### src/core_pkg.sv
`default_nettype none

package core_pkg;

    localparam int xlen       = 32;
    localparam int arch_regs  = 32;
    localparam int phys_regs  = 64;
    localparam int rob_depth  = 16;
    localparam int rs_depth   = 4;
    localparam int mul_cycles = 32;

    typedef logic [xlen-1:0]              word_t;
    typedef logic [$clog2(arch_regs)-1:0] areg_t;
    typedef logic [$clog2(phys_regs)-1:0] preg_t;
    typedef logic [$clog2(rob_depth)-1:0] rob_idx_t;

    typedef enum logic [1:0] {unit_none, unit_alu, unit_mul} unit_e;

    typedef enum logic [3:0] {
        op_add, op_sub, op_sll, op_slt, op_sltu, op_xor,
        op_srl, op_sra, op_or, op_and, op_pass_b
    } alu_op_e;

    typedef struct packed {
        unit_e   unit;
        alu_op_e alu_op;
        areg_t   rs1;
        areg_t   rs2;
        areg_t   rd;
        logic    use_imm;   // operand b comes from imm
        word_t   imm;
        logic    wr_rd;     // rd is nonzero and written
    } decoded_t;

    typedef struct packed {
        alu_op_e  op;
        preg_t    tag;
        rob_idx_t rob;
        word_t    val1;
        preg_t    tag1;
        logic     rdy1;
        word_t    val2;
        preg_t    tag2;
        logic     rdy2;
    } rs_entry_t;

    typedef struct packed {
        alu_op_e  op;
        word_t    a;
        word_t    b;
        preg_t    tag;
        rob_idx_t rob;
    } issue_t;

    typedef struct packed {
        logic     valid;
        preg_t    tag;
        rob_idx_t rob;
        word_t    data;
    } wb_t;

    typedef struct packed {
        areg_t rd;
        word_t value;
    } commit_t;

endpackage

`default_nettype wire
### src/reorder_buffer.sv
`timescale 1ns/1ps
`default_nettype none

module reorder_buffer import core_pkg::*; (
    input  logic     clk,
    input  logic     arst_n,
    input  logic     alloc,
    input  areg_t    rd,
    input  preg_t    old_tag,
    input  logic     has_rd,
    output rob_idx_t tail,
    output logic     rob_full,
    input  wb_t      alu_wb,
    input  wb_t      mul_wb,
    output logic     commit_valid,
    output commit_t  commit,
    output logic     free_valid,
    output preg_t    free_tag
);

    rob_idx_t head;
    logic [$clog2(rob_depth):0] count;
    areg_t rd_q  [rob_depth];
    preg_t old_q [rob_depth];
    word_t val_q [rob_depth];
    logic [rob_depth-1:0] has_q;
    logic [rob_depth-1:0] done_q;

    assign rob_full     = count == rob_depth;
    assign commit_valid = count != '0 && done_q[head];
    assign commit       = '{rd: rd_q[head], value: has_q[head] ? val_q[head] : '0};
    assign free_valid   = commit_valid && has_q[head];
    assign free_tag     = old_q[head];

    always_ff @(posedge clk or negedge arst_n) begin
        if (!arst_n) begin
            head  <= '0;
            tail  <= '0;
            count <= '0;
        end else begin
            if (alloc)
                tail <= tail + 1'b1;
            if (commit_valid)
                head <= head + 1'b1;
            count <= count + alloc - commit_valid;
        end
    end

    always_ff @(posedge clk) begin
        if (alloc) begin
            rd_q[tail]   <= rd;
            old_q[tail]  <= old_tag;
            has_q[tail]  <= has_rd;
            done_q[tail] <= !has_rd;   // nothing to wait for
        end
        if (alu_wb.valid) begin
            done_q[alu_wb.rob] <= 1'b1;
            val_q[alu_wb.rob]  <= alu_wb.data;
        end
        if (mul_wb.valid) begin
            done_q[mul_wb.rob] <= 1'b1;
            val_q[mul_wb.rob]  <= mul_wb.data;
        end
    end

endmodule

`default_nettype wire

### config.mk
export PLATFORM = sky130hd
export DESIGN_NAME = reorder_buffer
export DESIGN_NICKNAME = d
export VERILOG_FILES = /design/src/core_pkg.sv /design/src/reorder_buffer.sv
export SDC_FILE = /design/constraint.sdc
export NUM_CORES = 1
export LEC_CHECK = 0
export BUFFER_PORTS_ARGS = -buffer_cell sky130_fd_sc_hd__buf_2
export CAP_MARGIN = 0
export CORE_MARGIN = 2
export CORE_UTILIZATION = 40
export CTS_CLUSTER_SIZE = 12
export DETAILED_ROUTE_END_ITERATION = 7
export PLACE_DENSITY = 0.55
export SLEW_MARGIN = 5
export SYNTH_ARGS = -nofsm -noshare
export SYNTH_HDL_FRONTEND = slang
export SYNTH_SLANG_ARGS = --single-unit
export TNS_END_PERCENT = 50
### constraint.sdc
create_clock -name clk -period 3.9 [get_ports clk]
set_input_delay 0.78 -clock clk [delete_from_list [all_inputs] [get_ports clk]]
set_output_delay 0.78 -clock clk [all_outputs]
set_load 0.02 [all_outputs]
==> results_dict.tcl <==
set metrics [dict create \
    ir_drop_mv 0.360 \
    max-cap-violations 0 \
    vias 18500 \
    die_width_microns 299 \
    grt_max_degree 70 \
    power.total_mw 25.2 \
    synth_nets 1966 \
    cts_buffers 82 \
    initial_core_util_pct 40.2 \
    finalCritPeriodShare_pct 97.2 \
    dieArea_sq_mm 0.0893 \
    powerDensity_mw_per_mm2 632 \
    synth.avg_cell_area_sq_um 18.8 \
    drive_gt1_share_pct 50.0 \
    layout_common_cells "edfxtp_1, mux2_2, mux4_2" \
    rows 108 \
    final_common_cell "edfxtp_1" \
    power_leakage_nw 13.1 \
    clock_skew_ps 10.5 \
    fp.dieH_microns 299 \
    end_kind "primary output" \
    synth_area_sq_mm 0.0348 \
    ios 151 \
    grt_pass1_vias 19600 \
    finalHoldViolations 0 \
    drc 0 \
    setup_viol 0 \
    antenna_found_initial 21 \
    tightest_slew_ps 1060 \
    grtUsageTotal_pct 21.7 \
    critPathKind "reg2out" \
    htree_levels 3 \
    syn_to_final_growth_pct 14.6 \
    yosys_register_bits 733 \
    synth.distinct_cells 44 \
    hold_class "in2async" \
    synthCells 1853 \
    yosys_most_used_dff "edfxtp_1" \
    multi_input_area_sq_mm 0.0123 \
    routed_via_density 5.77 \
    drtAntennaViolNets 0 \
    critical_path_arrival_ps 3010 \
    drt_pre_antenna_iters 5 \
    cp.required_ps 3120 \
    clkSinkCount 733 \
    ctsHoldBuffers 0 \
    place.gp.congestion 0.735 \
    fill_cells 7442 \
    clkTransAtPathRegs_ps 60 \
    rsz0062_at_grt "yes" \
    post_cts_buffers 0 \
    postPlaceCellArea_sq_mm 0.0372 \
    yosysSeqAreaShare_pct 62.7 \
    min_period_ps 3790 \
    synth-edff-count 704 \
    fmax_mhz 264 \
    design_area_sq_mm 0.0398 \
    path_max_fanout 46 \
    yosys_warnings 0 \
    wl_per_cell_microns 30.1 \
    dr.first_iter.drc_count 1491 \
    postRouteWirelength_mm 96.7 \
    cts_tree "done" \
    grt-ovfl-total 0 \
    fp.coreArea_sq_mm 0.0865 \
    async_reset_ff_share_pct 1.77 \
    dp_hpwl_mm 56.0 \
    nets 2109 \
    regArea_sq_mm 0.0218 \
    cts_root_buf "clkbuf_16" \
    critical_path.startpoint_type "register" \
    slew_headroom_pct 29.3 \
    clk_path_buf_depth 3 \
    grt_first_pass_wirelength_mm 140 \
    slew_violations 0 \
    status "finished clean" \
    io_buffers 138 \
    clkLatencyLatePin_ps 640 \
]
==> area by class of cell <==
| cell class | instances | area share (%) |
|---|---|---|
| Sequential cell | 733 | 54.7 |
| Clock buffer | 101 | 5.33 |
| Multi-Input combinational cell | 927 | 30.9 |
| Tap cell | 1155 | 3.63 |
| Antenna cell | 3 | 0.0189 |
| Clock inverter | 39 | 1.13 |
| Timing Repair Buffer | 233 | 4.09 |
| Inverter | 19 | 0.179 |
==> synth_stat cells, types with 15 or more instances <==
cell type / count / area (sq um)
nor2b_1: 47 / 294
mux2_2: 420 / 4730
mux2_1: 95 / 1070
mux4_2: 222 / 5000
inv_1: 18 / 67.6
clkbuf_1: 112 / 420
buf_2: 40 / 200
nand2_1: 15 / 56.3
edfxtp_1: 704 / 21100
buf_6: 17 / 191
nor2_1: 21 / 78.8
dfxtp_1: 16 / 320
==> cell families after synthesis <==
family          count (synthesis)  synth area share (%)
buf+inv                       193                  2.61
fa+ha+maj                      12                 0.454
simple gates                  122                  1.91
flops                         733                  62.7
compound gates                 42                 0.907
xor+xnor                        8                 0.202
mux                           743                  31.2
==> routing by layer <==
| metal | track usage [%] | routed length, microns | vias up |
|---|---|---|---|
| li1 | - | - | 7827 |
| met1 | 29.4 | 40800 | 9988 |
| met2 | 36.7 | 48600 | 513 |
| met3 | 3.28 | 4800 | 175 |
| met4 | 5.60 | 2350 | 18 |
| met5 | 0 | 126 | - |
==> report_power, final <==
group          leakage, nW  switching (mW)  total [mW]  internal, mW
registers             6.67           0.338        9.59          9.25
clock network         1.24            3.24        7.48          4.24
logic                 5.17            4.23        8.10          3.87
==> registers in the layout, indices dropped and copies added, names as in the netlist <==
name / flops
count: 5
tail: 4
has_q: 16
val_q: 512
head: 4
done_q: 16
rd_q: 80
old_q: 96
==> worst paths after layout <==
check,from,endpoint,slack (ps),depth (start not counted)
max reg2reg,count[3],count[4],790,14
min in group clk,alloc,tail[0],470,2
min reg2reg,done_q[1],done_q[1],470,1
max in group asynchronous,arst_n,head[3],3590,1
max,head[0],commit[14],110,5
min,arst_n,tail[0],30,1
==> timing repair <==
action	4_1_cts	5_1_grt
gates cloned	0	1
pin swaps	0	0
setup endpoints to repair	28	6
gates resized for setup	4	1
==> worst max-delay path, stage by stage (launching register included) <==
cell	delay (ps)
dfrtp_4	490
buf_12	340
mux4_2	590
mux4_2	530
nor2b_1	150
buf_2	160
==> stage by stage <==
stage	utilization [%]	TNS, ps	instances	worst slack, ps	hold slack (ps)
floorplan	-	-559	1853	-10.6	430
global placement	43.0	0	3066	617	449
detailed placement	43.0	0	3066	602	464
CTS	46.0	-9.01	3206	-7.29	10.5
global route	46.0	-0.389	3208	-0.389	43.4
finish	46.0	0	3210	110	28.2
No activity file was read; power rests on OpenSTA's default activity.
