--- config.mk ---
export PLATFORM = sky130hd
export DESIGN_NAME = rename_table
export DESIGN_NICKNAME = d
export VERILOG_FILES = /design/src/core_pkg.sv /design/src/rename_table.sv
export SDC_FILE = /design/constraint.sdc
export NUM_CORES = 1
export LEC_CHECK = 0
export BUFFER_PORTS_ARGS = -buffer_cell sky130_fd_sc_hd__buf_2
export CORE_AREA = 2 2 238 240
export DETAILED_ROUTE_END_ITERATION = 7
export DIE_AREA = 0 0 240 242
export SLEW_MARGIN = 20
export SYNTH_ARGS = -nofsm -noshare
export SYNTH_HDL_FRONTEND = slang
export SYNTH_SLANG_ARGS = --single-unit
--- constraint.sdc ---
create_clock -name clk -period 3.51 [get_ports clk]
set_input_delay 0.351 -clock clk [delete_from_list [all_inputs] [get_ports clk]]
set_output_delay 0.351 -clock clk [all_outputs]
set_load 0.02 [all_outputs]
--- src/core_pkg.sv ---
`default_nettype none

package core_pkg;

    localparam int xlen       = 32;
    localparam int arch_regs  = 32;
    localparam int phys_regs  = 64;
    localparam int rob_depth  = 16;
    localparam int rs_depth   = 4;
    localparam int mul_cycles = 32;

    typedef logic [xlen-1:0]              word_t;
    typedef logic [$clog2(arch_regs)-1:0] areg_t;
    typedef logic [$clog2(phys_regs)-1:0] preg_t;
    typedef logic [$clog2(rob_depth)-1:0] rob_idx_t;

    typedef enum logic [1:0] {unit_none, unit_alu, unit_mul} unit_e;

    typedef enum logic [3:0] {
        op_add, op_sub, op_sll, op_slt, op_sltu, op_xor,
        op_srl, op_sra, op_or, op_and, op_pass_b
    } alu_op_e;

    typedef struct packed {
        unit_e   unit;
        alu_op_e alu_op;
        areg_t   rs1;
        areg_t   rs2;
        areg_t   rd;
        logic    use_imm;   // operand b comes from imm
        word_t   imm;
        logic    wr_rd;     // rd is nonzero and written
    } decoded_t;

    typedef struct packed {
        alu_op_e  op;
        preg_t    tag;
        rob_idx_t rob;
        word_t    val1;
        preg_t    tag1;
        logic     rdy1;
        word_t    val2;
        preg_t    tag2;
        logic     rdy2;
    } rs_entry_t;

    typedef struct packed {
        alu_op_e  op;
        word_t    a;
        word_t    b;
        preg_t    tag;
        rob_idx_t rob;
    } issue_t;

    typedef struct packed {
        logic     valid;
        preg_t    tag;
        rob_idx_t rob;
        word_t    data;
    } wb_t;

    typedef struct packed {
        areg_t rd;
        word_t value;
    } commit_t;

endpackage

`default_nettype wire
--- src/rename_table.sv ---
`timescale 1ns/1ps
`default_nettype none

module rename_table import core_pkg::*; (
    input  logic  clk,
    input  logic  arst_n,
    input  logic  alloc,
    input  areg_t rs1,
    input  areg_t rs2,
    input  areg_t rd,
    output preg_t src1_tag,
    output preg_t src2_tag,
    output preg_t new_tag,
    output preg_t old_tag,
    output logic  free_empty,
    input  logic  free_valid,
    input  preg_t free_tag
);

    typedef logic [$clog2(phys_regs-arch_regs)-1:0] fptr_t;

    preg_t map [arch_regs];
    preg_t free_fifo [phys_regs-arch_regs];
    fptr_t rd_ptr;
    fptr_t wr_ptr;
    logic [$clog2(phys_regs-arch_regs):0] free_cnt;
    logic  pop;

    assign src1_tag   = map[rs1];
    assign src2_tag   = map[rs2];
    assign old_tag    = map[rd];
    assign new_tag    = free_fifo[rd_ptr];
    assign free_empty = free_cnt == '0;
    assign pop        = alloc && rd != '0;   // x0 stays on tag 0

    always_ff @(posedge clk or negedge arst_n) begin
        if (!arst_n) begin
            for (int i = 0; i < arch_regs; i++)
                map[i] <= preg_t'(i);
            for (int i = 0; i < phys_regs - arch_regs; i++)
                free_fifo[i] <= preg_t'(arch_regs + i);
            rd_ptr   <= '0;
            wr_ptr   <= '0;
            free_cnt <= ($clog2(phys_regs-arch_regs)+1)'(phys_regs - arch_regs);
        end else begin
            if (pop) begin
                map[rd] <= new_tag;
                rd_ptr  <= rd_ptr + 1'b1;
            end
            if (free_valid) begin
                free_fifo[wr_ptr] <= free_tag;   // returned at commit
                wr_ptr            <= wr_ptr + 1'b1;
            end
            free_cnt <= free_cnt + free_valid - pop;
        end
    end

endmodule

`default_nettype wire

==> summary.md <==
| Metric | Value |
|---|---|
| Filler cells | `around 5000` |
| Gpl congestion | `between 0.8 and 0.9` |
| Clk_lat worst skew | `580 ps` |
| Distinct cells, synth | `48` |
| Final worst path period need | `between 3000 and 4000 ps` |
| CP arrival | `around 3100 ps` |
| Antenna diode count | `0` |
| Clock buffer depth | `3` |
| Status | `complete, no violations` |
| Worst R2R Start | `rd_ptr[0]` |
| # IOs | `50` |
| Hold Slack | `approximately 150 ps` |
| Vias per cell | `between 5 and 6` |
| Routed wire per std cell | `roughly 26 um` |
| Nets | `1511` |
| Syn_area_per_cell | `between 15 and 20 um2` |
| Worst-path cell chain | `buf_12, mux2i_1, a22oi_1, a21oi_1, nor4_4, buf_4, buf_2` |
| Rows | `slightly below 90` |
| Pre-CTS WS | `roughly 530 ps` |
| Worst path max stage delay | `~650 ps` |
| Initial core utilization | `39.4%` |
| CTS tree | `yes` |
| Hold Path Stages | `2` |
| Final instance area | `24700 um2` |
| H-Tree Level Count | `2` |
| Syn Std Cell Area | `22000 um2` |
| Worst VDD drop | `approximately 0.65 mV` |
| Seq/Total Area, Yosys | `between 40% and 50%` |
| Max Clk Rate | `between 200 and 300 MHz` |
| Flop2flop setup slack | `770 ps` |
| Synth area leader | `dfrtp_1` |
| Post-Synthesis Cells | `roughly 1400` |
| Max_cap viols | `0` |
| Die Wd | `between 200 and 250 um` |
| Routed Antenna Nets | `0` |
| Hpwl dp | `39.4 mm` |
| Root buf cell | `clkbuf_16` |
| First-pass GRT wire length | `89.9 mm` |
| CP max FO | `36` |
| Router iterations before antenna repair | `4` |
| Layout cell share with drive strength beyond 1 | `62.8%` |
| Leakage | `around 10 nW` |
| Slowest cell on crit path | `dfrtp_4` |
| Initial drt markers | `between 900 and 1000` |
| Worst rel slew slack | `between 40% and 50%` |
| Vias in the first global route | `about 14000` |
| DP Cell Count | `roughly 2200` |
| Hold violation count in the final report | `0` |
| Hold Path Class | `in -> reg` |
| PortBufs | `49` |
| CTS sink cnt | `400` |
| Final worst setup slack | `between 100 and 150 ps` |
| Area occupied by multi-input gates | `between 10000 and 15000 um2` |
| Total global-route track usage | `around a fifth` |
| Residual DRC count | `0` |
| Worst EP required | `approximately 3200 ps` |
| Top post-synthesis cells by area | `dfrtp_1, dfstp_2, mux2_2, mux4_2, mux2i_1` |
| WS Path Type | `reg -> out` |
| Drt total wl | `between 50 and 60 mm` |
| RSZ-0062 raised after global routing | `false` |
| Post-DP Area | `~23000 um2` |
| Hold EP | `wr_ptr[0]` |
| Critical R2R Capture | `map[115]` |
| Setup tns final | `0 ps` |
| CORE AREA | `roughly 56000 um2` |
| FF+latch area | `about 10000 um2` |
| Grt ovf | `0` |
| DR vias | `approximately 13000` |
| Synth warnings | `0` |
| Synthesized net count | `approximately 1500` |
| Final Cycle Share | `a little over nine tenths` |
| Finished Layout Cells | `2265` |
| Die area | `around 58000 um2` |
| Layout area overhead | `12.7%` |
| Final setup viols | `0` |
| Crit path launch type | `register` |
| Layout Skew | `between 15 and 20 ps` |
| Largest net degree at the start of global routing | `97` |
| Number of synthesized flops with an enable pin | `0` |
| Endpoint type of the worst setup path | `output port` |
| Initial antenna violation count | `1` |
| Measured slew at the worst slew-check pin | `just under 900 ps` |
| Yosys reg bits | `400` |
| Clock-pin slew on the worst setup and hold paths | `60 ps` |
| Hold Crit Start | `free_valid` |
| Max Slew Vio Count | `0` |
| Synth Flop Type | `dfrtp_1` |
| FFs w/ async S/R, synth | `100%` |
| PwrDens | `~900 nW/um2` |
| Yosys top cell area share | `a little under a quarter` |
| Cts bufs inserted | `46` |
| Die H | `242 um` |
| Post CTS Setup Buffer Count | `0` |
| Worst r2r path cells | `8` |
==> state kept, by name (all words and copies together), names as in the netlist <==
register,cells
free_fifo,192
map,192
free_cnt,6
rd_ptr,5
wr_ptr,5
==> worst max-delay path: cells and delay by family (launching register included) <==
family / cells / cell delay [ps]
AOI/OAI and AO/OA: 2 / 420
buffers and inverters: 3 / 910
DFF: 1 / 650
muxes: 1 / 120
and+or+nand+nor: 1 / 290
==> logic make-up after synthesis <==
logic type / synth area share (%)
compound gates: 2.51
flops: 46.7
buf+inv: 3.07
mux: 43.4
xor+xnor: 0.439
fa+ha+maj: 0.832
simple gates: 3.09
==> layer usage <==
metal / wire length [um] / GRT usage (%) / up-vias
li1: - / - / 5600
met5: 0 / 0 / -
met3: 3540 / 3.42 / 110
met1: 24700 / 28.4 / 7048
met4: 1980 / 6.98 / 0
met2: 27500 / 32.5 / 454
==> metrics by stage <==
step	power (mW)	util, %
6_report	22.3	44.4
5_1_grt	23.5	44.4
4_1_cts	22.4	44.4
3_5_place_dp	17.5	41.6
3_3_place_gp	17.2	41.6
2_1_floorplan	14.6	-
==> cell type report <==
type	instances	area share, %
clock buffer	69	5.49
clock inverter	16	0.698
inverter	14	0.212
multi-input combinational	900	44.6
sequential	400	41.5
tap	756	3.82
timing repair buffer	110	3.70
==> timing repair <==
| action | 4_1_cts | 5_1_grt |
|---|---|---|
| hold buffers | 1 | 0 |
| endpoints found under the hold margin | 62 | 0 |
| endpoints found under the setup margin | 0 | 1 |
| resized for setup | 0 | 1 |
==> how the worst max path moves through the flow <==
stage / startpoint / endpoint / slack [ps] / depth (start not counted)
after floorplan: rd[0] / free_cnt[4] / 680 / 15
after global placement: rd[0] / old_tag[1] / 560 / 6
after detailed placement: rd[0] / old_tag[1] / 530 / 6
after CTS: rd_ptr[0] / new_tag[0] / 30 / 7
after global routing: rd_ptr[0] / new_tag[0] / 10 / 7
final: rd_ptr[0] / new_tag[0] / 110 / 7
==> power by group <==
part | leakage (nW) | switching (mW) | internal [mW]
clock network | 0.757 | 1.95 | 2.90
logic | 4.79 | 4.36 | 4.40
registers | 4.66 | 1.58 | 7.09
total | 10.2 | 7.90 | 14.4
==> cell usage after synthesis, types with 14 or more instances <==
cell type and count:
mux4_2 158, a21oi_1 27, nand2_1 23, dfstp_2 193, mux2i_1 98, buf_2 39, inv_1 14, a22oi_1 48
nor2_1 45, clkbuf_1 53, dfrtp_1 207, mux2_2 391
==> cell usage in the layout (no fill, tap or decap), drive strengths merged, types with 7 or more instances in the layout <==
cell / netlist / layout
nor3: 7 / 7
inv: 14 / 17
dfrtp: 207 / 207
mux4: 178 / 178
buf: 64 / 109
nor4: 7 / 7
a22oi: 48 / 48
a21oi: 27 / 27
clkinv: 0 / 9
dfstp: 193 / 193
ha: 13 / 13
nor2: 45 / 45
clkbuf: 56 / 69
mux2: 397 / 397
nand2: 23 / 23
xnor2: 7 / 7
mux2i: 98 / 98
(Power assumes the default switching activity.)
