[config.mk]
export PLATFORM = sky130hd
export DESIGN_NAME = seq_multiplier
export DESIGN_NICKNAME = d
export VERILOG_FILES = /design/src/core_pkg.sv /design/src/seq_multiplier.sv
export SDC_FILE = /design/constraint.sdc
export NUM_CORES = 1
export LEC_CHECK = 0
export BUFFER_PORTS_ARGS = -buffer_cell sky130_fd_sc_hd__buf_2
export CAP_MARGIN = 20
export CELL_PAD_IN_SITES_DETAIL_PLACEMENT = 1
export CELL_PAD_IN_SITES_GLOBAL_PLACEMENT = 2
export CORE_MARGIN = 1
export CORE_UTILIZATION = 37
export DETAILED_ROUTE_END_ITERATION = 10
export PLACE_DENSITY = 0.83
export SLEW_MARGIN = 20
export SYNTH_ARGS = -nofsm -noshare
export SYNTH_HDL_FRONTEND = slang
export SYNTH_SLANG_ARGS = --single-unit
[constraint.sdc]
create_clock -name clk -period 4.4 [get_ports clk]
set_input_delay 0.22 -clock clk [delete_from_list [all_inputs] [get_ports clk]]
set_output_delay 0.22 -clock clk [all_outputs]
set_load 0.01 [all_outputs]
[src/core_pkg.sv]
`default_nettype none

package core_pkg;

    localparam int xlen       = 32;
    localparam int arch_regs  = 32;
    localparam int phys_regs  = 64;
    localparam int rob_depth  = 16;
    localparam int rs_depth   = 4;
    localparam int mul_cycles = 32;

    typedef logic [xlen-1:0]              word_t;
    typedef logic [$clog2(arch_regs)-1:0] areg_t;
    typedef logic [$clog2(phys_regs)-1:0] preg_t;
    typedef logic [$clog2(rob_depth)-1:0] rob_idx_t;

    typedef enum logic [1:0] {unit_none, unit_alu, unit_mul} unit_e;

    typedef enum logic [3:0] {
        op_add, op_sub, op_sll, op_slt, op_sltu, op_xor,
        op_srl, op_sra, op_or, op_and, op_pass_b
    } alu_op_e;

    typedef struct packed {
        unit_e   unit;
        alu_op_e alu_op;
        areg_t   rs1;
        areg_t   rs2;
        areg_t   rd;
        logic    use_imm;   // operand b comes from imm
        word_t   imm;
        logic    wr_rd;     // rd is nonzero and written
    } decoded_t;

    typedef struct packed {
        alu_op_e  op;
        preg_t    tag;
        rob_idx_t rob;
        word_t    val1;
        preg_t    tag1;
        logic     rdy1;
        word_t    val2;
        preg_t    tag2;
        logic     rdy2;
    } rs_entry_t;

    typedef struct packed {
        alu_op_e  op;
        word_t    a;
        word_t    b;
        preg_t    tag;
        rob_idx_t rob;
    } issue_t;

    typedef struct packed {
        logic     valid;
        preg_t    tag;
        rob_idx_t rob;
        word_t    data;
    } wb_t;

    typedef struct packed {
        areg_t rd;
        word_t value;
    } commit_t;

endpackage

`default_nettype wire
[src/seq_multiplier.sv]
`timescale 1ns/1ps
`default_nettype none

module seq_multiplier import core_pkg::*; (
    input  logic   clk,
    input  logic   arst_n,
    input  logic   start,
    input  issue_t issue,
    output logic   busy,
    output wb_t    wb
);

    typedef enum logic {idle, run} state_e;

    state_e   state;
    logic [$clog2(mul_cycles)-1:0] cnt;
    logic     done_q;
    word_t    mcand;
    word_t    mplier;
    word_t    acc;
    word_t    src_a;
    word_t    src_b;
    word_t    src_acc;
    word_t    next_acc;
    preg_t    tag_q;
    rob_idx_t rob_q;

    assign busy = state == run;

    // first step runs in the start cycle straight from the issue bus
    always_comb begin
        if (state == run) begin
            src_a   = mcand;
            src_b   = mplier;
            src_acc = acc;
        end else begin
            src_a   = issue.a;
            src_b   = issue.b;
            src_acc = '0;
        end
        next_acc = src_acc + (src_b[0] ? src_a : '0);
    end

    always_ff @(posedge clk or negedge arst_n) begin
        if (!arst_n) begin
            state  <= idle;
            cnt    <= '0;
            done_q <= 1'b0;
        end else begin
            done_q <= 1'b0;
            case (state)
                idle: begin
                    if (start) begin
                        state <= run;
                        cnt   <= 1'b1;
                    end
                end
                run: begin
                    cnt <= cnt + 1'b1;
                    if (cnt == mul_cycles - 1) begin   // last partial product
                        state  <= idle;
                        done_q <= 1'b1;
                    end
                end
                default: state <= idle;
            endcase
        end
    end

    always_ff @(posedge clk) begin
        if (busy || start) begin
            acc    <= next_acc;
            mcand  <= src_a << 1;
            mplier <= src_b >> 1;
        end
        if (start && !busy) begin
            tag_q <= issue.tag;
            rob_q <= issue.rob;
        end
    end

    assign wb = '{valid: done_q, tag: tag_q, rob: rob_q, data: acc};

endmodule

`default_nettype wire

==> results of run 1 <==
-- flip-flops by register name, indices dropped and copies added, names as in the netlist --
register and count:
mplier 31, acc 32, mcand 31, tag_q 6, done_q 1, rob_q 4, busy 1, cnt 5
-- synth_stat cells, types with 3 or more instances --
library cell,number
xor2_1,8
a21o_1,9
mux2i_1,5
edfxtp_1,104
nor2b_1,34
inv_1,6
nor2_1,21
mux2_2,59
a311o_1,3
nor3_1,7
nand3_1,10
o21ai_1,5
and2_1,37
buf_1,3
ha_1,33
nand2b_1,5
and3_1,8
buf_4,4
nand4_1,5
o21a_1,6
xnor2_1,19
a211oi_1,6
a21oi_1,33
o21ai_0,19
clkbuf_1,16
nand2_1,26
dfrtp_1,7
buf_2,7
-- layer usage --
metal / share of wire, % / wire (um) / global-route usage, %
met5: 0 / 0 / 0
met2: 48 / 7830 / 31.4
met3: 4.1 / 668 / 3.07
met1: 47 / 7740 / 24.4
met4: 1.2 / 190 / 5.43
-- per-stage QoR --
step	cells	area (sq um)	setup WS, ns
6_report	891	7710	0.644
5_1_grt	891	7710	0.401
3_5_place_dp	874	7380	0.655
3_3_place_gp	874	7380	0.689
4_1_cts	891	7710	0.637
2_1_floorplan	552	6570	1.10
-- timing repair --
| item | in CTS | in global routing |
|---|---|---|
| gates resized for setup | 0 | 0 |
| hold buffers | 1 | 0 |
| buffers inserted | 0 | 0 |
| endpoints found under the setup margin | 0 | 0 |
| hold endpoints to repair | 7 | 0 |
-- cells by family after synthesis --
family	Yosys count	synth area share (%)
muxes	65	11.0
xor gates and xnor gates	27	3.60
adders and majority gates	34	6.59
AOI/OAI and AO/OA	112	12.2
and+or+nand+nor	167	14.0
buffers and inverters	36	2.42
DFF	111	50.2
-- layout make-up --
type,instances,area [sq um],share of cell area [%]
multi-input cells,405,3120,40.5
clock inverters,7,90.1,1.17
inverters,6,23.8,0.308
repair buffers,128,663,8.61
flip-flops and latches,111,3300,42.8
clock buffers,9,225,2.92
well taps,225,282,3.65
-- worst max-delay path: stages (launching register included) --
cell       delay, ns
dfrtp_4         0.75
buf_4           0.32
mux2_2          0.37
nor2b_1         0.14
ha_1            0.41
and3_1          0.29
a221oi_1        0.36
o21ai_0         0.26
a2111oi_0       0.45
nand3_1         0.13
-- worst min-delay path by stage --
| stage | from | end | slack, ns | depth (start not counted) |
|---|---|---|---|---|
| CTS | issue[7] | tag_q[3]$_DFFE_PP_ | 0.02 | 1 |
| finish | issue[2] | rob_q[2]$_DFFE_PP_ | 0.03 | 1 |
| global route | issue[3] | rob_q[3]$_DFFE_PP_ | 0.02 | 1 |
| floorplan | arst_n | busy$_DFF_PN0_ | -0.08 | 0 |
| global placement | arst_n | done_q$_DFF_PN0_ | 0.06 | 1 |
| detailed placement | arst_n | done_q$_DFF_PN0_ | 0.07 | 1 |
-- report_power, final --
group	switching (mW)	internal (mW)	total, mW
logic	1.94	1.49	3.43
clock network	0.416	0.454	0.870
registers	0.196	1.84	2.04
total	2.55	3.79	6.34
-- cell usage in the layout, fill, tap and decap left out, drive strengths merged, types with 5 or more instances in the layout --
cell,count
a211oi,7
a21o,9
a21oi,33
and2,37
and3,8
buf,127
clkbuf,9
dfrtp,7
edfxtp,104
ha,33
inv,7
mux2,60
mux2i,5
nand2,26
nand2b,5
nand3,10
nand4,6
nor2,21
nor2b,34
nor3,7
o21a,7
o21ai,24
xnor2,19
xor2,8
==> results by group, run 1 <==
Status
  – Status: finished clean

CTS
  – CTS Buf Count: 9
  – CTS clk-pin slew, worst paths: 0.08 ns
  – H-tree depth: 3
  – Clock Latency Late Sink: 0.36 ns
  – Clk root buf: clkbuf_16
  – TritonCTS clock tree: yes
  – Clock Sinks: 111
  – Clock tree buffer depth: 2

STA
  – Count of final hold-check violations: 0
  – Hold Slack: 0.0342 ns
  – Slew @ Worst Pin: 0.796 ns
  – Unrepaired setup endpoints after global routing: false
  – # setup viols final: 0
  – Fin crit period: 3.76 ns
  – Fmax: 266 MHz
  – Slew Viols, Final: 0
  – Final critical-path share of the clock period: 85.4%
  – Rel. slew slack: 46.8%
  – Clock skew: 0.00976 ns
  – Total Negative Setup Slacks: 0 ns

Yosys
  – Average size of a mapped cell: 11.9 sq um
  – Post-synthesis register bit count: 111
  – Yosys top cell area share: 47.5%
  – Synthesized area: 0.00657 sq mm
  – EDFF count, synth: 104
  – Warnings from Yosys: 0
  – Area leader, netlist: edfxtp_1
  – Syn nets: 667
  – Post-synth ARST share: 6.31%
  – Synth Instances: 552
  – Sequential fraction of the synthesis area: 50.2%
  – Cells taking the most area after synthesis: edfxtp_1 (48%), mux2_2 (10%), ha_1 (6.3%)
  – Synth cell types: 66
  – Ys flop type: edfxtp_1

Die
  – Number of I/O pins: 125
  – Row count: 48
  – Core Box Area: 0.0173 sq mm
  – Die W: 135 um
  – Starting Density: 38.0%
  – Die Footprint: 0.0183 sq mm
  – Die height: 135 um

Drt
  – DRT Wirelength: 16,400 um
  – 1st-iter DRT viols: 323
  – Via density: 5.26
  – Via count: 4,688
  – Remaining routing DRC violations: 0
  – WL per Instance: 18.4 um
  – Antenna Violating Nets Remaining: 0
  – Initial DRT Pass Iterations: 4

Setup path
  – R2R setup slack: 0.64 ns
  – Startpoint types: flop
  – Worst EP arrival: 3.86 ns
  – Crit path to: acc[31]$_DFFE_PP_
  – Worst-path maximum fanout: 45
  – FF-to-FF path depth: 9
  – Critical path capture point type: flop
  – Reg2reg end: acc[31]$_DFFE_PP_
  – Setup CP Type: reg2reg
  – Required @ worst endpoint: 4.50 ns
  – Critical Path Source: busy$_DFF_PN0_
  – Worst R2R Start: busy$_DFF_PN0_

Global route
  – GRT Residual Overflow: 0
  – GRT Util Overall: 18.6%
  – Largest net degree at the start of global routing: 46
  – First-pass GRT wire length: 26,100 um
  – Vias in the first global route: 4,962
  – Initial antenna violation count: 0

Layout
  – Fin nets: 776
  – N_diodes: 0
  – Share of layout cells above drive strength 1: 32.6%
  – Area delta synth->final: 17.2%
  – Util after Layout: 44.6%
  – Layout fillers: 1,894

Placed design
  – Port Buffers: 120
  – Routability congestion estimate: 0.862
  – DP HPWL: 12,500 um

Power and ir drop
  – Total power: 6.34 mW
  – VDD IR max: 0.000280 V
  – PD cells: 822 mW/mm^2
  – Leakage power: 3.29 nW

Hold path
  – Worst Hold Class: in2reg

Job
  – Max_cap viols: 0
No activity file was read; power rests on OpenSTA's default activity.
==> run 2, diff against run 1 <==
Settings changed: ABC_AREA set to 1, CORE_UTILIZATION 37 to 32, PLACE_DENSITY 0.83 to 0.82.
==> run 2 against run 1 <==
Net effect: worst setup slack better by 0.68 ns; die area rose by 25%; critical path depth grew 4; core utilization decreased by 6.3 points.
==> results by group, run 2 <==
CTS
  – Clock Sinks: 111 (unchanged)
  – Clock Latency Late Sink: 0.36 ns (about the same)
  – Clock tree buffer depth: 2 (unchanged)
  – Postcts setup bufs: 0 (unchanged)
  – H-tree depth: 3 (unchanged)
  – Clk root buf: clkbuf_16
  – CTS clk-pin slew, worst paths: 0.08 ns (about the same)
  – CTS hold repair buffers: 1 (unchanged)
  – CTS Buf Count: 9 (unchanged)
  – TritonCTS clock tree: yes
  – Cts repair resizes: 0 (unchanged)

Yosys
  – Cells taking the most area after synthesis: edfxtp_1 (44%), nand2_1 (19%), inv_1 (9.6%)
  – Warnings from Yosys: 0 (unchanged)
  – Syn nets: 1,048 (+57%)
  – Post-synth ARST share: 6.31% (unchanged)
  – Post-synth top cells: nand2_1 (351), inv_1 (182), edfxtp_1 (104)
  – Yosys top cell area share: 44.0% (-3.5 points)
  – Most frequent cell after synthesis: nand2_1
  – Post-synthesis register bit count: 111 (unchanged)
  – Ys flop type: edfxtp_1
  – Sequential fraction of the synthesis area: 46.4% (-3.7 points)
  – Average size of a mapped cell: 7.61 sq um (-36%)
  – Synth cell types: 29 (-56%)
  – Synthesized area: 0.00710 sq mm (+8.0%)
  – EDFF count, synth: 104 (unchanged)
  – Area leader, netlist: edfxtp_1
  – Synth Instances: 933 (+69%)

Hold path
  – Hold Path Cell Cnt: 1 (unchanged)
  – Hold path startpoint: issue[2]
  – WHS Endpoint: rob_q[2]$_DFFE_PP_
  – Worst Hold Class: in2reg

Layout
  – Largest reg by FF count: acc
  – Most common cell after layout, fill and taps aside: nand2_1
  – Layout fillers: 2,775 (+47%)
  – Final non-filler cell total: 1,337 (+50%)
  – Area delta synth->final: 17.6%
  – Util after Layout: 38.3% (-6.3 points)
  – Fin nets: 1,166 (+50%)
  – Max FFs per register: 32 (unchanged)
  – Share of layout cells above drive strength 1: 17.2% (-15 points)
  – Most frequent cells in the layout: nand2_1 (351), inv_1 (181), buf_2 (120), edfxtp_1 (104), nor2_1 (74)
  – Registers with the most flip-flops: acc: 32 flops, mcand: 31 flops, mplier: 31 flops

STA
  – Clock skew: 0.0103 ns (+0.000556 ns)
  – Count of final hold-check violations: 0 (unchanged)
  – Total Negative Setup Slacks: 0 ns (unchanged)
  – Unrepaired setup endpoints after global routing: false
  – Final critical-path share of the clock period: 69.8% (-16 points)
  – Slew Viols, Final: 0 (unchanged)
  – Rel. slew slack: 42.2% (-4.7 points)
  – Fmax: 326 MHz (+22%)
  – Fin crit period: 3.07 ns (-0.684 ns)
  – Slew @ Worst Pin: 0.864 ns (+0.0685 ns)
  – # setup viols final: 0 (unchanged)

Power and ir drop
  – VDD IR max: 0.000217 V (-23%)
  – Total power: 6.04 mW (-4.7%)
  – PD cells: 723 mW/mm^2 (-12%)
  – Leakage power: 4.74 nW (+44%)

Global route
  – First-pass GRT wire length: 31,300 um (+20%)
  – Largest net degree at the start of global routing: 61 (+33%)
  – Initial antenna violation count: 0 (unchanged)
  – Vias in the first global route: 6,100 (+23%)
  – GRT Residual Overflow: 0 (unchanged)
  – GRT Util Overall: 18.0% (-0.56 points)

Setup path
  – Critical path capture point type: flop
  – Slowest cell on the critical path: dfrtp_4
  – R2R setup slack: 1.33 ns (+0.68 ns)
  – Setup CP Type: reg2reg
  – Worst-path cell chain: nand2_1 > o21ai_0 > inv_1 > buf_4 > nor2_1 > ha_1 > nand2_1 > nor2_1 > nand2_1 > nor2_1 > nand2_1 > nand4_1 > nand2_1
  – Reg2reg end: acc[25]$_DFFE_PP_
  – Worst-path maximum fanout: 19 (-58%)
  – Startpoint types: flop
  – FF-to-FF path depth: 13 (+4)
  – Worst EP arrival: 3.19 ns (-0.67 ns)
  – Required @ worst endpoint: 4.52 ns (+0.02 ns)
  – Worst R2R Start: busy$_DFF_PN0_
  – Slowest Stage Delay on Critical Path: 0.50 ns (-0.25 ns)
  – CP most frequent cell: nand2_1

Drt
  – DRT Wirelength: 19,500 um (+19%)
  – Antenna Violating Nets Remaining: 0 (unchanged)
  – Remaining routing DRC violations: 0 (unchanged)
  – Initial DRT Pass Iterations: 4 (unchanged)
  – 1st-iter DRT viols: 230 (-29%)
  – Via count: 5,957 (+27%)
  – Via density: 4.46 (-15%)
  – WL per Instance: 14.6 um (-21%)

Placed design
  – Placed Cells: 1,319 (+51%)
  – Routability congestion estimate: 0.790 (-8.4%)
  – Port Buffers: 120 (unchanged)
  – DP HPWL: 15,300 um (+22%)

Job
  – Max_cap viols: 0 (unchanged)

Die
  – Die height: 151 um (+12%)
  – Starting Density: 32.5% (-5.5 points)
  – Die W: 151 um (+12%)
  – Die Footprint: 0.0228 sq mm (+25%)
  – Row count: 54 (+13%)
  – Number of I/O pins: 125 (unchanged)
  – Core Box Area: 0.0218 sq mm (+26%)

Status
  – Status: finished clean
[run 2: cell count changes after synthesis, moves of 34 or more]
cell / change
nand2_1: +325
inv_1: +176
mux2_2: -59
nor2_1: +53
and2_1: -37
nor2b_1: -34
[run 2: kinds of logic (layout without fill, tap and decap cells)]
| logic type | Yosys count | after routing | share of synthesized area, % |
|---|---|---|---|
| other | 0 | 1 | 0 |
| adders and majority gates | 34 | 34 | 6.10 |
| DFF | 111 | 111 | 46.4 |
| AOI/OAI and AO/OA | 58 | 58 | 4.40 |
| xor gates and xnor gates | 16 | 16 | 1.97 |
| buffers and inverters | 204 | 327 | 11.1 |
| and+or+nand+nor | 510 | 510 | 30.0 |
[run 2: per-stage QoR]
stage / area, sq um / worst slack (ns) / hold WS [ns]
floorplan: 7100 / 1.33 / -0.0756
global placement: 8010 / 1.34 / 0.0634
detailed placement: 8010 / 1.31 / 0.0722
CTS: 8350 / 1.30 / 0.0232
global route: 8350 / 1.07 / 0.0293
finish: 8350 / 1.33 / 0.0370
[run 2: worst max-delay path, delay by kind of cell, from the launching register on]
kind / cells / cell delay, ns
flip-flops: 1 / 0.50
buffers and inverters: 2 / 0.78
adder cells (fa/ha/maj): 1 / 0.41
AO/OA/AOI/OAI: 1 / 0.10
AND/OR/NAND/NOR: 9 / 1.04
[run 2: report_power, final]
group          internal, mW  switching [mW]  total [mW]
logic                  1.10            2.02        3.12
registers              1.81           0.170        1.98
clock network         0.525           0.420       0.945
[run 2: routing by layer]
layer	track usage [%]	vias up	share of wire (%)
li1	-	3100	-
met1	24.9	2745	50
met2	29.7	100	45
met3	2.05	12	3.1
met4	5.10	0	1.2
met5	0	-	0
[run 2: worst max-delay path by stage]
stage | start | to | slack [ns] | cells past startpoint
floorplan | busy$_DFF_PN0_ | acc[0]$_DFFE_PP_ | 1.33 | 3
global placement | busy$_DFF_PN0_ | acc[28]$_DFFE_PP_ | 1.34 | 14
detailed placement | busy$_DFF_PN0_ | acc[29]$_DFFE_PP_ | 1.31 | 14
CTS | busy$_DFF_PN0_ | acc[29]$_DFFE_PP_ | 1.30 | 14
global route | busy$_DFF_PN0_ | acc[29]$_DFFE_PP_ | 1.07 | 14
finish | busy$_DFF_PN0_ | acc[25]$_DFFE_PP_ | 1.33 | 13
[run 2: area by class of cell]
| type | count | area [sq um] | share of cell area, % |
|---|---|---|---|
| tap | 280 | 350 | 4.19 |
| antenna | 1 | 2.50 | 0.0300 |
| inverter | 183 | 688 | 8.24 |
| sequential | 111 | 3300 | 39.5 |
| multi-input combinational | 618 | 3010 | 36.1 |
| clock inverter | 5 | 90.1 | 1.08 |
| timing repair buffer | 128 | 663 | 7.94 |
| clock buffer | 11 | 243 | 2.91 |
