[src/core_pkg.sv]
`default_nettype none

package core_pkg;

    localparam int xlen       = 32;
    localparam int arch_regs  = 32;
    localparam int phys_regs  = 64;
    localparam int rob_depth  = 16;
    localparam int rs_depth   = 4;
    localparam int mul_cycles = 32;

    typedef logic [xlen-1:0]              word_t;
    typedef logic [$clog2(arch_regs)-1:0] areg_t;
    typedef logic [$clog2(phys_regs)-1:0] preg_t;
    typedef logic [$clog2(rob_depth)-1:0] rob_idx_t;

    typedef enum logic [1:0] {unit_none, unit_alu, unit_mul} unit_e;

    typedef enum logic [3:0] {
        op_add, op_sub, op_sll, op_slt, op_sltu, op_xor,
        op_srl, op_sra, op_or, op_and, op_pass_b
    } alu_op_e;

    typedef struct packed {
        unit_e   unit;
        alu_op_e alu_op;
        areg_t   rs1;
        areg_t   rs2;
        areg_t   rd;
        logic    use_imm;   // operand b comes from imm
        word_t   imm;
        logic    wr_rd;     // rd is nonzero and written
    } decoded_t;

    typedef struct packed {
        alu_op_e  op;
        preg_t    tag;
        rob_idx_t rob;
        word_t    val1;
        preg_t    tag1;
        logic     rdy1;
        word_t    val2;
        preg_t    tag2;
        logic     rdy2;
    } rs_entry_t;

    typedef struct packed {
        alu_op_e  op;
        word_t    a;
        word_t    b;
        preg_t    tag;
        rob_idx_t rob;
    } issue_t;

    typedef struct packed {
        logic     valid;
        preg_t    tag;
        rob_idx_t rob;
        word_t    data;
    } wb_t;

    typedef struct packed {
        areg_t rd;
        word_t value;
    } commit_t;

endpackage

`default_nettype wire
[src/inst_decoder.sv]
`timescale 1ns/1ps
`default_nettype none

module inst_decoder import core_pkg::*; (
    input  word_t    inst,
    output decoded_t dec
);

    logic [6:0] opcode;
    logic [6:0] funct7;
    logic [2:0] funct3;
    alu_op_e    f3_op;

    assign opcode = inst[6:0];
    assign funct3 = inst[14:12];
    assign funct7 = inst[31:25];

    // same funct3 map for OP and OP-IMM
    always_comb begin
        case (funct3)
            3'b000:  f3_op = op_add;
            3'b001:  f3_op = op_sll;
            3'b010:  f3_op = op_slt;
            3'b011:  f3_op = op_sltu;
            3'b100:  f3_op = op_xor;
            3'b101:  f3_op = funct7[5] ? op_sra : op_srl;
            3'b110:  f3_op = op_or;
            default: f3_op = op_and;
        endcase
    end

    always_comb begin
        dec = '0;
        case (opcode)
            7'b0110011: begin
                if (funct7 == 7'b0000001) begin
                    if (funct3 == 3'b000)
                        dec.unit = unit_mul;   // mul, low half only
                end else if (funct7 == 7'b0000000) begin
                    dec.unit = unit_alu;
                end else if (funct7 == 7'b0100000 && (funct3 == 3'b000 || funct3 == 3'b101)) begin
                    dec.unit = unit_alu;
                end
                dec.alu_op = (funct3 == 3'b000 && funct7[5]) ? op_sub : f3_op;
                dec.rs1    = inst[19:15];
                dec.rs2    = inst[24:20];
            end
            7'b0010011: begin
                if (!(funct3 == 3'b001 && funct7 != 7'b0) &&
                    !(funct3 == 3'b101 && funct7 != 7'b0 && funct7 != 7'b0100000))
                    dec.unit = unit_alu;
                dec.alu_op  = f3_op;
                dec.rs1     = inst[19:15];
                dec.use_imm = 1'b1;
                dec.imm     = {{20{inst[31]}}, inst[31:20]};
            end
            7'b0110111: begin   // lui
                dec.unit    = unit_alu;
                dec.alu_op  = op_pass_b;
                dec.use_imm = 1'b1;
                dec.imm     = {inst[31:12], 12'b0};
            end
            default: ;
        endcase
        if (dec.unit == unit_none) begin
            dec = '0;   // anything else is a nop
        end else begin
            dec.rd    = inst[11:7];
            dec.wr_rd = inst[11:7] != '0;
        end
    end

endmodule

`default_nettype wire

[config.mk]
export PLATFORM = sky130hd
export DESIGN_NAME = inst_decoder
export DESIGN_NICKNAME = d
export VERILOG_FILES = /design/src/core_pkg.sv /design/src/inst_decoder.sv
export SDC_FILE = /design/constraint.sdc
export NUM_CORES = 1
export LEC_CHECK = 0
export BUFFER_PORTS_ARGS = -buffer_cell sky130_fd_sc_hd__buf_2
export CAP_MARGIN = 20
export CORE_UTILIZATION = 33
export DETAILED_ROUTE_END_ITERATION = 8
export GPL_TIMING_DRIVEN = 0
export PLACE_DENSITY_LB_ADDON = 0.1
export SYNTH_ARGS = -nofsm -noshare
export SYNTH_HDL_FRONTEND = slang
export SYNTH_SLANG_ARGS = --single-unit
[constraint.sdc]
create_clock -name vclk -period 1.37
set_input_delay 0.0685 -clock vclk [all_inputs]
set_output_delay 0.0685 -clock vclk [all_outputs]
set_load 0.01 [all_outputs]
==> summary.txt, run 1 <==
Timing
  • Worst Tran Pin Value: slightly above 0.8 ns
  • Setup TNS: -10.59 ns
  • Fmax: 571 MHz
  • Max Transition Viols Final: 0
  • Worst relative slew slack: between 40 and 50%
  • Setup Viol. Count Final: 54
  • Hold Vio Cnt, Final: 0
  • Final setup margin: -0.382 ns
  • RSZ-0062 raised after global routing: true
  • Final period utilization: 128%
  • Hold_ws: about 0.42 ns
  • Final worst path period need: 1.75 ns

Global routing
  • Initial antenna violation count: 0
  • First-pass GRT wire length: 5.11 mm
  • Remaining global-route overflow: 0
  • Vias in the first global route: 1122
  • Overall Global Routing Usage: ~25%
  • Largest net degree at the start of global routing: 11

Yosys
  • Sequential share of the synthesized area: 0%
  • Syn Inst Count: ~120
  • Synth Area per Inst: around 6.8 sq um
  • Post-synthesis cell type count: 38
  • Mapped Area: between 700 and 800 sq um
  • Mapped Nets: roughly 150
  • Yosys warnings: 0

Final layout
  • Fillers: between 150 and 200
  • NumNets Final: between 200 and 250
  • CLK BUF: 0
  • Register area: 0 sq um
  • Diode count: 0
  • Fraction of layout cells with a size suffix above 1: about two thirds
  • Design Area, Final: roughly 1700 sq um
  • Area growth syn-to-layout: 117%
  • Seq_cells: 0

Floorplan
  • Die W: a little over 50 um
  • Initial Util: 35.1%
  • Row cnt: 17
  • Die H: just over 50 um
  • I/O pin count: 87
  • Die area: approximately 2600 sq um
  • Core area: 2230 sq um

Pwr
  • Leakage: 1.00 nW
  • Max rail drop VDD: ~0.12 mV
  • PD cells: roughly 160 nW/um^2

Routing
  • Iteration count of the initial detailed-routing pass: 4
  • Routed wl met2: 1.88 mm
  • Post-Route WL: between 3 and 4 mm
  • Post-DRT Antenna Nets: 0
  • Wire per inst: 14.4 um
  • Vias per cell: between 5 and 6
  • Initial DRC Count: 23
  • Routed vias: approximately 1300
  • DR DRC count: 0
  • Met3 wire length: ~210 um
  • Highest routed metal layer: met4
  • DRT met1 WL: 1.33 mm

Critical path
  • Worst setup SP type: primary input
  • Crit path kind: in -> out
  • Setup crit start: inst[29]
  • Worst setup EP type: output pin
  • Arrival @ worst endpoint: ~1.7 ns
  • Crit path max fanout: 6
  • CP required: ~1.3 ns

Hold path
  • WHS Path Cells: 3
  • Worst Hold Class: in -> out
  • Worst Hold Launch: inst[28]

Placed design
  • Input/output buffers: 84
  • Placement Cell Area: between 1000 and 1500 sq um
  • GPL Wtd Cong: about 0.8
  • DPL Wire Length: 2.33 mm

Run
  • Max-cap violations: 0

Run status
  • Status: finished, violations left
  • Violated checks: setup timing

Clocking
  • Hold-fix buffers at CTS: 0
[repair_timing]
action,4_1_cts,5_1_grt
buffers inserted,5,4
gates cloned,2,1
setup endpoints to repair,55,55
pin swaps,21,7
resized for setup,34,24
hold endpoints to repair,0,0
[critical path, cell delays in order]
cell and delay [ns]:
buf_6 0.09, or4_4 0.56, nor4_4 0.29, a311oi_4 0.09, buf_12 0.18, nor4b_4 0.23, buf_2 0.16
[cells by family after synthesis]
logic type / share of synthesized area, %
buf+inv: 7.99
compound gates: 34.8
simple gates: 54.6
xor+xnor: 1.12
mux: 1.44
[power breakdown]
part / internal (W) / switching (W)
sequential: 0 / 0
combinational: 0.000131 / 0.000142
clock: 0 / 0
total: 0.000131 / 0.000142
[through the flow]
| stage | total power, W | setup WS [ns] | cells | utilization, % |
|---|---|---|---|---|
| 6_report | 0.000273 | -0.382 | 240 | 76.0 |
| 5_1_grt | 0.000291 | -0.442 | 240 | 76.0 |
| 4_1_cts | 0.000245 | -0.347 | 235 | 70.4 |
| 3_5_place_dp | 0.000204 | -0.583 | 228 | 60.3 |
| 3_3_place_gp | 0.000197 | -0.541 | 228 | 60.3 |
| 2_1_floorplan | 0.000120 | -0.238 | 116 | - |
[Yosys cell counts (all sizes together)]
| cell | number | area (sq um) |
|---|---|---|
| a2111oi | 2 | 23.8 |
| nand2b | 2 | 12.5 |
| nor4bb | 1 | 10.0 |
| xor2 | 1 | 8.76 |
| nor4b | 6 | 67.6 |
| o21a | 1 | 7.51 |
| or3 | 2 | 12.5 |
| buf | 5 | 30.0 |
| nor3b | 1 | 7.51 |
| o21bai | 1 | 7.51 |
| a211o | 1 | 8.76 |
| inv | 1 | 3.75 |
| nor2 | 15 | 56.3 |
| a21oi | 2 | 10.0 |
| nand4 | 1 | 6.26 |
| mux2 | 1 | 11.3 |
| a311oi | 1 | 26.3 |
| and2 | 16 | 101 |
| or2 | 1 | 6.26 |
| or4 | 2 | 18.8 |
| o21ai | 7 | 35.0 |
| nand3 | 2 | 10.0 |
| clkbuf | 7 | 28.8 |
| nor2b | 3 | 18.8 |
| and4 | 2 | 17.5 |
| nor4 | 3 | 48.8 |
| a21o | 19 | 144 |
| nand2 | 9 | 33.8 |
| o211a | 1 | 10.0 |
[area by class of cell]
| class | instances | area, sq um | area share, % |
|---|---|---|---|
| Multi-Input combinational cell | 103 | 893 | 52.7 |
| Timing Repair Buffer | 96 | 659 | 38.9 |
| Buffer | 12 | 105 | 6.19 |
| Tap cell | 28 | 35.0 | 2.06 |
| Inverter | 1 | 3.75 | 0.221 |
[per-layer routing]
layer / vias up / global-route usage [%]
li1: 608 / -
met1: 602 / 29.6
met2: 60 / 47.8
met3: 4 / 2.42
met4: 0 / 4.17
met5: - / 0
[final timing paths]
kind                  endpoint  slack (ns)
worst max-delay path   dec[44]       -0.38
worst min-delay path   dec[29]        0.42
[placed cells by master (no fill, tap or decap), drive strengths merged, types with 2 or more instances in the layout]
cell	n
buf	104
a21o	19
and2	16
nor2	15
nand2	9
o21ai	7
nor4b	6
clkbuf	4
nor4	3
nor2b	3
nand2b	2
nand3	2
a21oi	2
a2111oi	2
or3	2
or4	2
and4	2
Power figures use the tool's default switching activity.
==> inputs of run 2 (changes only) <==
Settings changed: SETUP_SLACK_MARGIN set to 0.1.
==> summary.txt, run 2 (same netlist as run 1, synthesis figures left out) <==
Routing
  • DR DRC count: 0
  • Wire per inst: between 10 and 15 um
  • Vias per cell: 5.39
  • Initial DRC Count: 18
  • Routed vias: 1331
  • Post-DRT Antenna Nets: 0
  • Iteration count of the initial detailed-routing pass: 4
  • Post-Route WL: between 3 and 4 mm

Critical path
  • Crit path kind: in -> out
  • CP required: 1.30 ns
  • Worst setup EP type: output pin
  • Arrival @ worst endpoint: around 1.7 ns
  • Worst setup SP type: primary input
  • Crit path max fanout: 8

Timing
  • Final worst path period need: 1.80 ns
  • Final setup margin: -0.430 ns
  • Max Transition Viols Final: 0
  • Setup Viol. Count Final: 35
  • Setup TNS: -11.40 ns
  • Hold Vio Cnt, Final: 0
  • Hold_ws: 0.434 ns
  • Final period utilization: 131%
  • Worst relative slew slack: between 40% and 50%
  • Worst Tran Pin Value: 0.871 ns
  • RSZ-0062 raised after global routing: true
  • Fmax: 556 MHz

Run status
  • Status: finished, violations left
  • Violated checks: setup timing

Hold path
  • Worst Hold Class: in -> out

Pwr
  • Design Power: 0.000325 W
  • Comb power frac: 100.0%
  • Sw Pwr: 0.000162 W
  • Flop pwr share: 0%
  • Int Power: around 0.00016 W
  • PD cells: 172 nW/um^2
  • Max rail drop VDD: ~0.16 mV
  • Sw Ratio: 49.9%
  • Clk pwr share: 0%
  • Leakage: roughly 1.1 nW

Final layout
  • Most frequent cells in the layout: buf_2 (57), buf_6 (29), a21o_1 (18)
  • Final Core Density: between 80% and 90%
  • CLK BUF: 0
  • Diode count: 0
  • Fraction of layout cells with a size suffix above 1: between 70 and 80%
  • Seq_cells: 0
  • NumNets Final: about 250
  • Register area: 0 sq um
  • Most common cell after layout, fill and taps aside: buf_2
  • Area growth syn-to-layout: 141%

Floorplan
  • Die H: 50.7 um
  • I/O pin count: between 80 and 90
  • Core area: around 2200 sq um
  • Die W: 50.7 um
  • Row cnt: 17
  • Initial Util: 35.1%
  • Die area: around 2600 sq um

Placed design
  • GPL Wtd Cong: between 0.7 and 0.8
  • Input/output buffers: 84
  • DPL Wire Length: 2.18 mm

Clocking
  • Hold-fix buffers at CTS: 0

Global routing
  • First-pass GRT wire length: around 5 mm
  • Initial antenna violation count: 0
  • Overall Global Routing Usage: 23.5%
  • Vias in the first global route: around 1100
  • Largest net degree at the start of global routing: 11
  • Remaining global-route overflow: 0

Run
  • Max-cap violations: 0
-- run 2: changes by cell type in the layout (fill, tap and decap cells not counted), moves of 2 or more --
cell | previous run | this run
buf_2 | 64 | 57
buf_4 | 11 | 17
buf_6 | 25 | 29
clkbuf_8 | 1 | 3
nor2_1 | 10 | 6
nor2_4 | 3 | 8
-- run 2: routing by layer --
metal | wire [um] | global-route usage, % | vias up
met4 | 15 | 1.39 | 0
met1 | 1380 | 26.4 | 625
met3 | 263 | 2.12 | 2
li1 | - | - | 626
met2 | 2000 | 48.4 | 78
met5 | 0 | 0 | -
-- run 2: path summary, 6_finish.rpt --
path | cells past startpoint | end | start | slack [ns]
worst max-delay path | 8 | dec[36] | inst[27] | -0.43
worst min-delay path | 3 | dec[18] | inst[17] | 0.43
-- run 2: what timing repair did --
item | in CTS | in global routing
setup endpoints to repair | 55 | 55
setup buffers | 12 | 3
cloned | 3 | 1
pin swaps | 19 | 6
resized for setup | 48 | 39
-- run 2: stage by stage --
stage / setup slack [ns] / std cells / area [sq um]
detailed placement: -0.572 / 228 / 1350
global placement: -0.536 / 228 / 1350
global route: -0.485 / 247 / 1890
floorplan: -0.238 / 116 / 893
finish: -0.430 / 247 / 1890
CTS: -0.388 / 243 / 1690
-- run 2: layout make-up --
| cell class | count | area (sq um) |
|---|---|---|
| multi-input combinational | 103 | 952 |
| timing repair buffer | 103 | 753 |
| fill | 135 | 347 |
| buffer | 12 | 143 |
| tap | 28 | 35.0 |
| inverter | 1 | 3.75 |
-- run 2: critical path, stage by stage --
cell and delay (ns):
buf_6 0.09, or4_4 0.56, nor2_2 0.22, a311oi_4 0.19, buf_4 0.19, buf_8 0.13
nor2_1 0.12, buf_2 0.15
-- run 2: power groups by stage --
stage	Sequential [W]	Clock, W	Combinational (W)
6_report	0	0	0.000325
2_1_floorplan	0	0	0.000120
5_1_grt	0	0	0.000341
3_5_place_dp	0	0	0.000203
3_3_place_gp	0	0	0.000197
4_1_cts	0	0	0.000271
==> inputs of run 3 (changes only) <==
Settings changed: CELL_PAD_IN_SITES_DETAIL_PLACEMENT set to 1, CELL_PAD_IN_SITES_GLOBAL_PLACEMENT set to 2, CORE_UTILIZATION 33 to 14.
==> summary.txt, run 3 (same netlist as run 1, synthesis figures left out) <==
Final layout
  • CLK BUF: 0
  • Fraction of layout cells with a size suffix above 1: 69.0%
  • Most common cell after layout, fill and taps aside: buf_2
  • Seq_cells: 0
  • Diode count: 0
  • Most frequent cells in the layout: buf_2 (61), buf_6 (28), a21o_1 (18)
  • Design Area, Final: 1800 sq um
  • NumNets Final: about 250
  • Area growth syn-to-layout: 130%
  • Register area: 0 sq um

Floorplan
  • Die W: between 70 and 80 um
  • Die H: around 77 um
  • Core area: 5240 sq um
  • Die area: 5900 sq um
  • Row cnt: 26
  • Initial Util: between 10% and 20%
  • I/O pin count: 87

Routing
  • Iteration count of the initial detailed-routing pass: 4
  • Post-Route WL: 4.16 mm
  • Wire per inst: 14.7 um
  • DR DRC count: 0
  • Post-DRT Antenna Nets: 0
  • Vias per cell: ~4.4
  • Routed vias: between 1000 and 1500
  • Initial DRC Count: 22

Timing
  • Fmax: between 500 and 600 MHz
  • Worst Tran Pin Value: 0.395 ns
  • Final period utilization: 125%
  • Max Transition Viols Final: 0
  • Final setup margin: -0.347 ns
  • Setup Viol. Count Final: 35
  • Worst relative slew slack: between 70% and 80%
  • Final worst path period need: about 1.7 ns
  • Hold Vio Cnt, Final: 0
  • RSZ-0062 raised after global routing: true

Pwr
  • Leakage: 1.02 nW
  • Max rail drop VDD: 0.0553 mV
  • PD cells: ~150 nW/um^2

Critical path
  • Crit path cell chain: buf_6, or4_4, nor4_4, buf_4, a311oi_4, buf_12, nor4b_4, buf_2
  • Max stage delay on crit path: approximately 0.56 ns
  • Worst setup EP type: output pin
  • Worst setup SP type: primary input
  • Arrival @ worst endpoint: about 1.7 ns
  • Crit path max fanout: 6
  • Setup crit start: inst[29]
  • Crit path kind: in -> out
  • Slowest library cell on the worst path: or4_4
  • CP required: approximately 1.3 ns

Global routing
  • Remaining global-route overflow: 0
  • Largest net degree at the start of global routing: 11
  • Initial antenna violation count: 0
  • Vias in the first global route: about 1300
  • First-pass GRT wire length: 6.48 mm
  • Overall Global Routing Usage: about an eighth

Run
  • Max-cap violations: 0

Run status
  • Status: finished, violations left
  • Violated checks: setup timing

Hold path
  • Worst Hold Launch: inst[28]
  • Worst Hold Class: in -> out

Placed design
  • Placement Cell Area: roughly 1400 sq um
  • Input/output buffers: between 80 and 90
  • GPL Wtd Cong: roughly 0.73
  • Place WS: -0.603 ns
  • DPL Wire Length: about 3 mm

Clocking
  • Hold-fix buffers at CTS: 0
[run 3: cell count changes in the layout (fill, tap and decap cells not counted), moves of 2 or more]
cell,previous run,this run
buf_4,17,11
buf_2,57,61
nor2_2,1,5
nor2_4,8,2
nor2_1,6,8
[run 3: what timing repair did]
action,in CTS,in global routing
buffers inserted,6,3
cloned,2,2
setup endpoints to repair,55,55
pin swaps,11,7
gates resized for setup,39,28
[run 3: through the flow]
stage | cells | TNS, ns | hold slack, ns | power (W) | utilization [%]
after floorplan | 116 | -4.88 | 0.227 | 0.000120 | -
after global placement | 270 | -22.44 | 0.430 | 0.000210 | 26.8
after detailed placement | 270 | -23.72 | 0.429 | 0.000213 | 26.8
after CTS | 278 | -9.37 | 0.427 | 0.000249 | 31.8
after global routing | 283 | -12.10 | 0.442 | 0.000299 | 34.4
final | 283 | -8.89 | 0.428 | 0.000277 | 34.4
[run 3: metal layers]
metal	vias up	track usage (%)	wire length, um
met5	-	0	0
met4	0	0	0
met3	0	1.07	210
met2	42	24.2	2070
met1	586	17.3	1890
li1	617	-	-
[run 3: area by class of cell]
cell class	count	area [sq um]
Buffer	12	119
Timing Repair Buffer	97	689
Tap cell	70	87.6
Fill cell	634	3440
Multi-Input combinational cell	103	901
Inverter	1	3.75
[run 3: worst paths after layout]
kind	depth (start not counted)	slack, ns	end
setup / recovery	8	-0.35	dec[46]
hold / removal	3	0.43	dec[29]
[run 3: power breakdown]
group          switching (W)  total, W  internal, W
Clock                      0         0            0
Sequential                 0         0            0
Combinational       0.000146  0.000277     0.000131
[run 3: critical path, delay by kind of cell]
kind	cells	cell delay, ns
compound gates	1	0.05
buf+inv	4	0.60
simple gates	3	0.91
